### src/source/iq_stream_pkg.sv
//**************************************************************************
// IQ stream package
// Shared widths, the I/Q sample word layout and the test-pattern table.
//**************************************************************************

package iq_stream_pkg;

    localparam int SAMPLE_W     = 16;
    localparam int PART_W       = 8;
    localparam int FRAME_LEN    = 66;
    localparam int FRAME_ADDR_W = $clog2(FRAME_LEN);
    localparam int FIFO_DEPTH   = 8;
    localparam int FIFO_PTR_W   = $clog2(FIFO_DEPTH);
    localparam int FIFO_CNT_W   = $clog2(FIFO_DEPTH + 1);
    localparam int SUM_W        = 16;

    // I in the upper byte, Q in the lower byte.
    typedef struct packed {
        logic signed [PART_W-1:0] i;
        logic signed [PART_W-1:0] q;
    } iq_pair_t;

    typedef union packed {
        logic [SAMPLE_W-1:0] raw;
        iq_pair_t            iq;
    } iq_sample_t;

    // Pattern sample for one table address.
    function automatic iq_sample_t pattern_sample(input logic [FRAME_ADDR_W-1:0] addr);
        iq_sample_t sample;
        sample.iq.i = PART_W'(int'(addr) * 7);
        sample.iq.q = PART_W'(100 - int'(addr) * 3);
        return sample;
    endfunction

endpackage
### src/source/iq_stream_top.sv
//**************************************************************************
// IQ stream top
// Frame generator, FIFO and frame accumulator in one stream.
//**************************************************************************

`timescale 1ns/1ps

module iq_stream_top (
    input  logic                                   clk_i,
    input  logic                                   rstn_i,
    input  logic                                   start_i,
    input  logic                                   stop_i,
    input  logic                                   hold_i,
    output logic signed [iq_stream_pkg::SUM_W-1:0] sum_i_o,
    output logic signed [iq_stream_pkg::SUM_W-1:0] sum_q_o,
    output logic                                   sum_valid_o
);

    import iq_stream_pkg::*;

    // Generator to FIFO.
    logic [SAMPLE_W-1:0] gen_tdata;
    logic                gen_tlast;
    logic                gen_tvalid;
    logic                gen_tready;

    // FIFO to accumulator.
    logic [SAMPLE_W-1:0] acc_tdata;
    logic                acc_tlast;
    logic                acc_tvalid;
    logic                acc_tready;

    iq_frame_gen iq_frame_gen_i (
        .clk_i     (clk_i),
        .rstn_i    (rstn_i),
        .start_i   (start_i),
        .stop_i    (stop_i),
        .m_tdata_o (gen_tdata),
        .m_tlast_o (gen_tlast),
        .m_tvalid_o(gen_tvalid),
        .m_tready_i(gen_tready)
    );

    axis_fifo axis_fifo_i (
        .clk_i     (clk_i),
        .rstn_i    (rstn_i),
        .s_tdata_i (gen_tdata),
        .s_tlast_i (gen_tlast),
        .s_tvalid_i(gen_tvalid),
        .s_tready_o(gen_tready),
        .m_tdata_o (acc_tdata),
        .m_tlast_o (acc_tlast),
        .m_tvalid_o(acc_tvalid),
        .m_tready_i(acc_tready)
    );

    iq_frame_accum iq_frame_accum_i (
        .clk_i      (clk_i),
        .rstn_i     (rstn_i),
        .hold_i     (hold_i),
        .s_tdata_i  (acc_tdata),
        .s_tlast_i  (acc_tlast),
        .s_tvalid_i (acc_tvalid),
        .s_tready_o (acc_tready),
        .sum_i_o    (sum_i_o),
        .sum_q_o    (sum_q_o),
        .sum_valid_o(sum_valid_o)
    );

endmodule

### src/source/iq_frame_accum.sv
//**************************************************************************
// IQ frame accumulator
// Decodes signed I/Q pairs and reports the I and Q sums of each frame.
//**************************************************************************

`timescale 1ns/1ps

module iq_frame_accum (
    input  logic                                   clk_i,
    input  logic                                   rstn_i,
    input  logic                                   hold_i,
    input  logic [iq_stream_pkg::SAMPLE_W-1:0]     s_tdata_i,
    input  logic                                   s_tlast_i,
    input  logic                                   s_tvalid_i,
    output logic                                   s_tready_o,
    output logic signed [iq_stream_pkg::SUM_W-1:0] sum_i_o,
    output logic signed [iq_stream_pkg::SUM_W-1:0] sum_q_o,
    output logic                                   sum_valid_o
);

    import iq_stream_pkg::*;

    iq_sample_t              s_word;
    logic signed [SUM_W-1:0] ext_i;
    logic signed [SUM_W-1:0] ext_q;
    logic signed [SUM_W-1:0] acc_i;
    logic signed [SUM_W-1:0] acc_q;
    logic                    accept;

    assign s_tready_o = ~hold_i;
    assign accept     = s_tvalid_i & s_tready_o;

    // Same word, read as an I/Q pair.
    assign s_word.raw = s_tdata_i;
    assign ext_i      = {{(SUM_W - PART_W){s_word.iq.i[PART_W-1]}}, s_word.iq.i};
    assign ext_q      = {{(SUM_W - PART_W){s_word.iq.q[PART_W-1]}}, s_word.iq.q};

    //**********************************************************************
    // Running sums
    //**********************************************************************

    always_ff @(posedge clk_i) begin
        if (!rstn_i) begin
            acc_i <= '0;
            acc_q <= '0;
        end else if (accept) begin
            if (s_tlast_i) begin
                acc_i <= '0;
                acc_q <= '0;
            end else begin
                acc_i <= acc_i + ext_i;
                acc_q <= acc_q + ext_q;
            end
        end
    end

    // Frame totals, captured with the tlast beat.
    always_ff @(posedge clk_i) begin
        if (accept && s_tlast_i) begin
            sum_i_o <= acc_i + ext_i;
            sum_q_o <= acc_q + ext_q;
        end
    end

    always_ff @(posedge clk_i) begin
        if (!rstn_i) begin
            sum_valid_o <= 1'b0;
        end else begin
            sum_valid_o <= accept & s_tlast_i;
        end
    end

endmodule

### src/source/axis_fifo.sv
//**************************************************************************
// AXI-Stream FIFO
// Circular buffer for data words and their tlast bits.
//**************************************************************************

`timescale 1ns/1ps

module axis_fifo (
    input  logic                               clk_i,
    input  logic                               rstn_i,
    input  logic [iq_stream_pkg::SAMPLE_W-1:0] s_tdata_i,
    input  logic                               s_tlast_i,
    input  logic                               s_tvalid_i,
    output logic                               s_tready_o,
    output logic [iq_stream_pkg::SAMPLE_W-1:0] m_tdata_o,
    output logic                               m_tlast_o,
    output logic                               m_tvalid_o,
    input  logic                               m_tready_i
);

    import iq_stream_pkg::*;

    logic [SAMPLE_W-1:0]   data_mem [FIFO_DEPTH];
    logic                  last_mem [FIFO_DEPTH];
    logic [FIFO_PTR_W-1:0] wr_ptr;
    logic [FIFO_PTR_W-1:0] rd_ptr;
    logic [FIFO_CNT_W-1:0] count;
    logic                  push;
    logic                  pop;

    // Full refuses input even when a pop happens in the same cycle.
    assign s_tready_o = (count != FIFO_CNT_W'(FIFO_DEPTH));
    assign m_tvalid_o = (count != '0);
    assign push       = s_tvalid_i & s_tready_o;
    assign pop        = m_tvalid_o & m_tready_i;

    always_ff @(posedge clk_i) begin
        if (push) begin
            data_mem[wr_ptr] <= s_tdata_i;
            last_mem[wr_ptr] <= s_tlast_i;
        end
    end

    assign m_tdata_o = data_mem[rd_ptr];
    assign m_tlast_o = last_mem[rd_ptr];

    always_ff @(posedge clk_i) begin
        if (!rstn_i) begin
            wr_ptr <= '0;
            rd_ptr <= '0;
            count  <= '0;
        end else begin
            if (push) begin
                wr_ptr <= (wr_ptr == FIFO_PTR_W'(FIFO_DEPTH - 1)) ? '0 : wr_ptr + 1'b1;
            end
            if (pop) begin
                rd_ptr <= (rd_ptr == FIFO_PTR_W'(FIFO_DEPTH - 1)) ? '0 : rd_ptr + 1'b1;
            end
            case ({push, pop})
                2'b10:   count <= count + 1'b1;
                2'b01:   count <= count - 1'b1;
                default: count <= count;
            endcase
        end
    end

    a_count_bound : assert property (
        @(posedge clk_i) disable iff (!rstn_i)
        count <= FIFO_CNT_W'(FIFO_DEPTH)
    ) else $error("axis_fifo: occupancy %0d above depth", count);

endmodule

### src/source/iq_frame_gen.sv
//**************************************************************************
// IQ frame generator
// Walks the pattern table and sends it as an AXI-Stream, tlast per frame.
//**************************************************************************

`timescale 1ns/1ps

module iq_frame_gen (
    input  logic                               clk_i,
    input  logic                               rstn_i,
    input  logic                               start_i,
    input  logic                               stop_i,
    output logic [iq_stream_pkg::SAMPLE_W-1:0] m_tdata_o,
    output logic                               m_tlast_o,
    output logic                               m_tvalid_o,
    input  logic                               m_tready_i
);

    import iq_stream_pkg::*;

    logic                    en;
    logic                    fetch_q;
    logic [FRAME_ADDR_W-1:0] addr;
    logic                    addr_done;
    logic                    handshake;
    iq_sample_t              rom_data;

    assign handshake = m_tvalid_o & m_tready_i;
    assign addr_done = (addr == FRAME_ADDR_W'(FRAME_LEN - 1));

    // Stop wins over start.
    always_ff @(posedge clk_i) begin
        if (!rstn_i) begin
            en <= 1'b0;
        end else if (stop_i) begin
            en <= 1'b0;
        end else if (start_i) begin
            en <= 1'b1;
        end
    end

    // Address moves only on a transferred beat, so a stop keeps the frame position.
    always_ff @(posedge clk_i) begin
        if (!rstn_i) begin
            addr <= '0;
        end else if (handshake) begin
            addr <= addr_done ? '0 : addr + 1'b1;
        end
    end

    iq_pattern_rom iq_pattern_rom_i (
        .clk_i (clk_i),
        .addr_i(addr),
        .data_o(rom_data)
    );

    //**********************************************************************
    // Fetch then present
    //**********************************************************************

    // One cycle for the ROM read of the current address.
    always_ff @(posedge clk_i) begin
        if (!rstn_i) begin
            fetch_q <= 1'b0;
        end else begin
            fetch_q <= en & ~fetch_q & (~m_tvalid_o | handshake);
        end
    end

    always_ff @(posedge clk_i) begin
        if (!rstn_i) begin
            m_tvalid_o <= 1'b0;
            m_tlast_o  <= 1'b0;
        end else if (handshake) begin
            m_tvalid_o <= 1'b0;
            m_tlast_o  <= 1'b0;
        end else if (fetch_q && en) begin
            m_tvalid_o <= 1'b1;
            m_tlast_o  <= addr_done;
        end
    end

    // ROM output holds while the address holds.
    assign m_tdata_o = rom_data.raw;

    a_hold_stable : assert property (
        @(posedge clk_i) disable iff (!rstn_i)
        m_tvalid_o && !m_tready_i |=> m_tvalid_o && $stable(m_tdata_o) && $stable(m_tlast_o)
    ) else $error("iq_frame_gen: beat changed under back-pressure");

endmodule

### src/source/iq_pattern_rom.sv
//**************************************************************************
// IQ pattern ROM
// Synchronous-read table of one frame of pattern samples.
//**************************************************************************

`timescale 1ns/1ps

module iq_pattern_rom (
    input  logic                                   clk_i,
    input  logic [iq_stream_pkg::FRAME_ADDR_W-1:0] addr_i,
    output iq_stream_pkg::iq_sample_t              data_o
);

    import iq_stream_pkg::*;

    iq_sample_t rom_table [FRAME_LEN];

    // Table contents are constant, fixed at elaboration.
    for (genvar k = 0; k < FRAME_LEN; k++) begin : g_table
        assign rom_table[k] = pattern_sample(FRAME_ADDR_W'(k));
    end

    always_ff @(posedge clk_i) begin
        data_o <= rom_table[addr_i];
    end

    // The generator must never address past the end of the frame.
    a_addr_in_range : assert property (
        @(posedge clk_i) $isunknown(addr_i) || (int'(addr_i) < FRAME_LEN)
    ) else $error("iq_pattern_rom: address %0d beyond frame", addr_i);

endmodule

### config.mk
export PLATFORM = sky130hd
export DESIGN_NAME = iq_stream_top
export DESIGN_NICKNAME = d
export VERILOG_FILES = /design/src/source/iq_stream_pkg.sv /design/src/source/iq_stream_top.sv /design/src/source/iq_frame_accum.sv /design/src/source/axis_fifo.sv /design/src/source/iq_frame_gen.sv /design/src/source/iq_pattern_rom.sv
export SDC_FILE = /design/constraint.sdc
export NUM_CORES = 1
export LEC_CHECK = 0
export ABC_AREA = 0
export BUFFER_PORTS_ARGS = -buffer_cell sky130_fd_sc_hd__buf_2
export CAP_MARGIN = 20
export CORE_MARGIN = 2
export CORE_UTILIZATION = 40
export CTS_CLUSTER_SIZE = 8
export DETAILED_ROUTE_END_ITERATION = 10
export GPL_ROUTABILITY_DRIVEN = 0
export PLACE_DENSITY = 0.65
export SYNTH_ARGS = -nofsm -noshare
export SYNTH_HDL_FRONTEND = slang
export SYNTH_SLANG_ARGS = --single-unit
### constraint.sdc
create_clock -name clk_i -period 4.27 [get_ports clk_i]
set_clock_uncertainty 0.15 [all_clocks]
set_input_delay 0.854 -clock clk_i [delete_from_list [all_inputs] [get_ports clk_i]]
set_output_delay 0.854 -clock clk_i [all_outputs]
set_load 0.02 [all_outputs]
Word-level counts from Yosys, hierarchy flattened
Memories as Yosys holds them, arrays and structs flattened. A register that Yosys moved wholly into a read port is not among the register bits.
Index checks and enable logic that the tools add are counted.
{ "classes": {"n_addsub": 7, "n_mul": 0, "n_div": 0, "n_lt_le_gt_ge": 0, "n_eq_ne": 6, "n_shift": 0, "n_mux": 12, "bitwise": 11, "reduce_logical": 6} }
{ "op_table": {"columns": ["cell", "n"], "rows": [
  ["$add A16 B8 Y16", 2],
  ["$mux W16", 2],
  ["$mux W3", 6],
  ["$not A7 Y8", 1],
  ["$pmux W4 S2", 1],
  ["$add A7 B1 Y7 const B", 1],
  ["$eq A7 B7 Y1 const B", 1],
  ["$mux W7", 1],
  ["$add A3 B1 Y3 const B", 2],
  ["$eq A3 B3 Y1 const B", 2],
  ["$and A1 B1 Y1", 5],
  ["$add A4 B1 Y4 const B", 1],
  ["$ne A4 B4 Y1 const B", 1],
  ["$not A1 Y1", 4],
  ["$reduce_bool A4 Y1", 1],
  ["$reduce_or A2 Y1", 2],
  ["$sub A4 B1 Y4 const B", 1],
  ["$eq A2 B1 Y1 const B", 1],
  ["$eq A2 B2 Y1 const B", 1],
  ["$logic_and A1 B1 Y1", 2],
  ["$mux W1", 2],
  ["$reduce_bool A2 Y1", 1],
  ["$or A1 B1 Y1", 1]
]} }
{ "word_totals": {"reg_bits": 86, "latch_bits": 0, "ram_bits": 136, "rom_bits": 2048, "in_bits": 5, "out_inout_bits": 33, "elab_cells": 58, "mem_count": 3} }
{ "memory_table": {"columns": ["memory", "depth", "word_bits", "read_ports", "rd_ports_with_merged_regs", "write_ports", "line_no", "rtl"], "rows": [
  ["(name not given)", 128, 16, 1, 1, 0, "iq_pattern_rom.sv:24", "data_o <= rom_table[addr_i];"],
  ["axis_fifo_i.data_mem", 8, 16, 1, 1, 1, "axis_fifo.sv:23", "logic [SAMPLE_W-1:0] data_mem [FIFO_DEPTH];"],
  ["axis_fifo_i.last_mem", 8, 1, 1, 1, 1, "axis_fifo.sv:24", "logic last_mem [FIFO_DEPTH];"]
]} }

Logic depth before layout (Yosys ltp)
{ "logic_depth": {"word_depth": 4, "mapped_depth": 14, "depth_no_buf": 11} }

Cells and area by module
A second synthesis with hierarchy kept.
{ "hier_totals": {"cells_unflattened": 763, "hier_area_um2": 10892.9} }
{ "modules_own_cells": {"columns": ["mod", "instances", "cells_per_inst", "area_each_um2", "seq_area_each_um2"], "rows": [
  ["axis_fifo", 1, 274, 5941.9, 4344.2],
  ["iq_frame_accum", 1, 312, 3457.1, 1621.6],
  ["iq_pattern_rom", 1, 117, 948.4, 300.3],
  ["iq_frame_gen", 1, 60, 545.5, 220.2]
]} }

Worst setup path after synthesis
OpenSTA, ideal clock, no wires.
{ "synth_timing": {"kind": "register -> register", "startpoint": "reg with a tool-made name", "endpoint": "reg iq_frame_accum_i.sum_i_o[8] in the netlist's numbering (data pin)", "setup_time_ps": 255, "arrival_ps": 3315, "t_required_ps": 3865, "slack_ps": 550, "path_stages_with_launch": 15, "n_path_buf": 3, "period_less_slack_ps": 3720, "path_cell_list": "dfxtp_1 -> buf_6 -> buf_12 -> buf_2 -> mux4_2 -> mux2_2 -> ha_1 -> inv_1 -> fa_1 -> nor2b_1 -> o31a_1 -> o31a_1 -> o21a_1 -> or3_1 -> and2_1"} }
{ "synth_rtl": {"columns": ["element", "line_no", "rtl"], "rows": [
  ["end signal, assigned", "iq_frame_accum.sv:60", "sum_i_o <= acc_i + ext_i;"],
  ["end, declared", "iq_frame_accum.sv:16", "output logic signed [iq_stream_pkg::SUM_W-1:0] sum_i_o,"]
]} }

==> results.toml <==
[run_status]
status = "finished clean"

[synthesis]
synthesis.nets = 810
synth.ff_latch_count = 232
synth_seq_area_share = 0.6067
async_flop_share = 0
synthesis.instances = 753
syn_area_per_cell_sq_um = 13.67
synth_area_sq_um = 10290
yosys_warnings = 0
synthDistinctLibCells = 61
synth_flop_cell = "edfxtp_1"
synth-edff-count = 160

[layout]
antenna_cells = 0
fin_cells = 1165
layout.core_utilization = 0.4725
drive_above_1_share = 0.1737
most-common-layout-cells = "160 x edfxtp_1, 71 x dfxtp_1, 52 x nand2_1"
most_common_cell_after_layout_fill_and_taps_aside = "edfxtp_1"
area_growth_syn_to_layout_pct = 15.90
final_nets = 869

[critical_path]
crit_path_cell_trace = "buf_4 > buf_4 > mux4_1 > mux2_2 > ha_1 > nand3_1 > o211ai_1 > a32oi_1 > a31oi_1 > xnor2_1 > a22o_1"
setup.worst_path.start_class = "register"
critPathArrivalTime_ps = 4050
critPathMaxFanout = 14
crit_path_end_kind = "register"
critical-path-max-stage-delay_ps = 630
timing.critical_path.required_ps = 4500
critPathSlowestCell = "dfxtp_2"
worstSetupPathType = "register to register"
cell_class_contributing_the_biggest_share_of_worst_path_delay = "compound AO/OA/AOI/OAI gates"
critical_path.most_common_cell = "buf_4"
critical_path_buf_inv_count = 2

[timing]
final.period_utilization = 0.8941
report.final.setup_viol = 0
final.hold.worst_slack_ps = 315.5
fmax_mhz = 261.9
min_period_ps = 3818
worst_slew_pin_slew_ps = 964.3
hold_violations = 0
timing.final.max_slew_violations = 0
max_slew_margin = 0.3556
total_negative_setup_slack_ps = 0
rsz0062_at_grt = "false"

[clocking]
cts_hold_buffers = 0
cts_post_setup_buffers_inserted = 0
clockRootBuffer = "clkbuf_16"
htree_num_levels = 2
tritoncts_num_sinks = 232
clock_buffers_created_by_tritoncts = 34
ctsLongestPathBuffers = 3
cts.clk_slew.worst_paths_ps = 50
insertion_delay_of_the_later_clocked_pin_in_the_worst_skew_pair_ps = 490
cts_tree = "yes"
ctsResizeCount = 0

[run]
drv_cap = 0

[global_routing]
grt_max_degree = 34
first_global_vias = 6255
global_route_wire_length_before_repair_microns = 32600
grt_overflow = 0
grt_usage = 0.1545
grt_antenna_before_repair = 0

[power]
worst_ir_drop_vdd_mv = 0.2653
seqPwrFrac = 0.487
power.total_mw = 4.903
switching_power_share_of_the_total = 0.1880
cellPowerDensity_nw_per_um2 = 410.9
static-leakage-power_nw = 4.216
share_clk_of_total_power = 0.506
power.switching_uw = 921.9
internal_power_mw = 3.981
pwr-share-comb = 0.007

[die]
core-area_sq_um = 25250
fp-row-count = 58
fp.dieH_microns = 164.4
pin_count = 38
overall_die_area_sq_um = 27040
fp.dieW_microns = 164.4
initial_util = 0.4076

[routing]
post_drt_wl_per_cell_microns = 17.27
drc = 0
wirelength_microns = 20120
detail_route.iter0.violations = 329
via_total_after_detailed_routing = 6174
avgViaCountPerCell = 5.300
drt-pass1-iter-count = 5
detail-route-antenna-nets = 0

[placement]
detailedPlacementHpwl_microns = 13070
place_inst = 1106
io_buffer_count = 37

[min_path]
holdCritPathClass = "register to register"
==> metal layers <==
metal | part of all wire | routed length, microns | global-route usage
met2 | 0.48 | 9710 | 0.2674
met1 | 0.45 | 8977 | 0.1963
met4 | 0.021 | 427 | 0.04822
met5 | 0 | 0 | 0
met3 | 0.050 | 1000 | 0.02988
==> through the flow <==
stage	cell area (sq um)	worst slack (ps)
final	11930	452.2
after global placement	10920	544.0
after CTS	11930	423.1
after global routing	11930	220.5
after floorplan	10290	550.4
after detailed placement	10920	423.2
==> power by group through the flow <==
stage                     Clock, mW  Combinational (mW)  Sequential [mW]
after global routing           2.65              0.0374             2.38
after detailed placement          0              0.0345             2.43
final                          2.48              0.0341             2.39
after floorplan                   0              0.0220             2.43
after CTS                      2.54              0.0346             2.38
after global placement            0              0.0343             2.43
==> worst paths after layout <==
kind,slack [ps],endpoint,from,cells after the start
worst min-delay path,320,iq_frame_accum_i.acc_i[4],iq_frame_accum_i.acc_i[4],2
worst min register to register,320,iq_frame_accum_i.acc_i[4],iq_frame_accum_i.acc_i[4],2
worst max register to register,450,iq_frame_accum_i.acc_q[15],register,11
worst max-delay path,450,iq_frame_accum_i.acc_q[15],register,11
==> cell usage after synthesis (3+ instances only) <==
master	count	area share
edfxtp_1	160	0.47
dfxtp_1	72	0.14
nand2_1	52	0.019
ha_1	49	0.060
a21oi_1	42	0.020
nor2_1	33	0.012
o21ai_0	31	0.015
clkbuf_1	24	0.0088
inv_1	24	0.0088
mux4_2	24	0.053
xnor2_1	19	0.016
nand3_1	18	0.0088
xor2_1	17	0.014
a21boi_0	15	0.011
a22o_1	15	0.013
mux2_2	14	0.015
and2_1	11	0.0067
nor2b_1	11	0.0067
nor3_1	10	0.0049
a22oi_1	8	0.0058
mux4_1	8	0.020
and3_1	6	0.0036
nand2b_1	6	0.0036
o211ai_1	6	0.0044
o21a_1	6	0.0044
a31oi_1	5	0.0030
buf_2	5	0.0024
a211oi_1	4	0.0029
mux2i_1	4	0.0039
o31ai_1	4	0.0029
buf_1	3	0.0011
fa_1	3	0.0058
or2_2	3	0.0018
or3_1	3	0.0018
==> cell families (layout without fill, tap and decap cells) <==
group           count (synthesis)  after routing  share of synthesized area
compound gates                158            158                     0.1008
xor+xnor                       37             37                    0.03221
mux                            51             51                    0.09358
buf+inv                        59            141                    0.02455
simple gates                  164            164                    0.07681
fa+ha+maj                      52             52                    0.06539
flops                         232            232                     0.6067
==> registers in the layout, indices dropped and copies added (netlist names), 3 cells and up, named ones only <==
signal                                  flops
axis_fifo_i.count                           4
axis_fifo_i.data_mem                      120
axis_fifo_i.last_mem                        8
axis_fifo_i.rd_ptr                          3
axis_fifo_i.wr_ptr                          3
iq_frame_accum_i.acc_i                     16
iq_frame_accum_i.acc_q                     16
iq_frame_accum_i.sum_i_o                   16
iq_frame_accum_i.sum_q_o                   16
iq_frame_gen_i.addr                         7
iq_frame_gen_i.iq_pattern_rom_i.data_o     15
==> worst reg2reg max path: stages (launching register included) <==
cell and delay, ps:
dfxtp_2 630, buf_4 310, buf_4 180, mux4_1 540, mux2_2 300, ha_1 380
nand3_1 120, o211ai_1 380, a32oi_1 190, a31oi_1 210, xnor2_1 120, a22o_1 220
==> cell type report <==
| class | instances | area (sq um) |
|---|---|---|
| well taps | 330 | 412.9 |
| flip-flops and latches | 232 | 6247 |
| inverters | 24 | 90.09 |
| fillers | 2210 | 13320 |
| clock buffers | 59 | 1008 |
| multi-input cells | 462 | 3830 |
| repair buffers | 58 | 342.8 |
No activity file was read; power rests on OpenSTA's default activity.
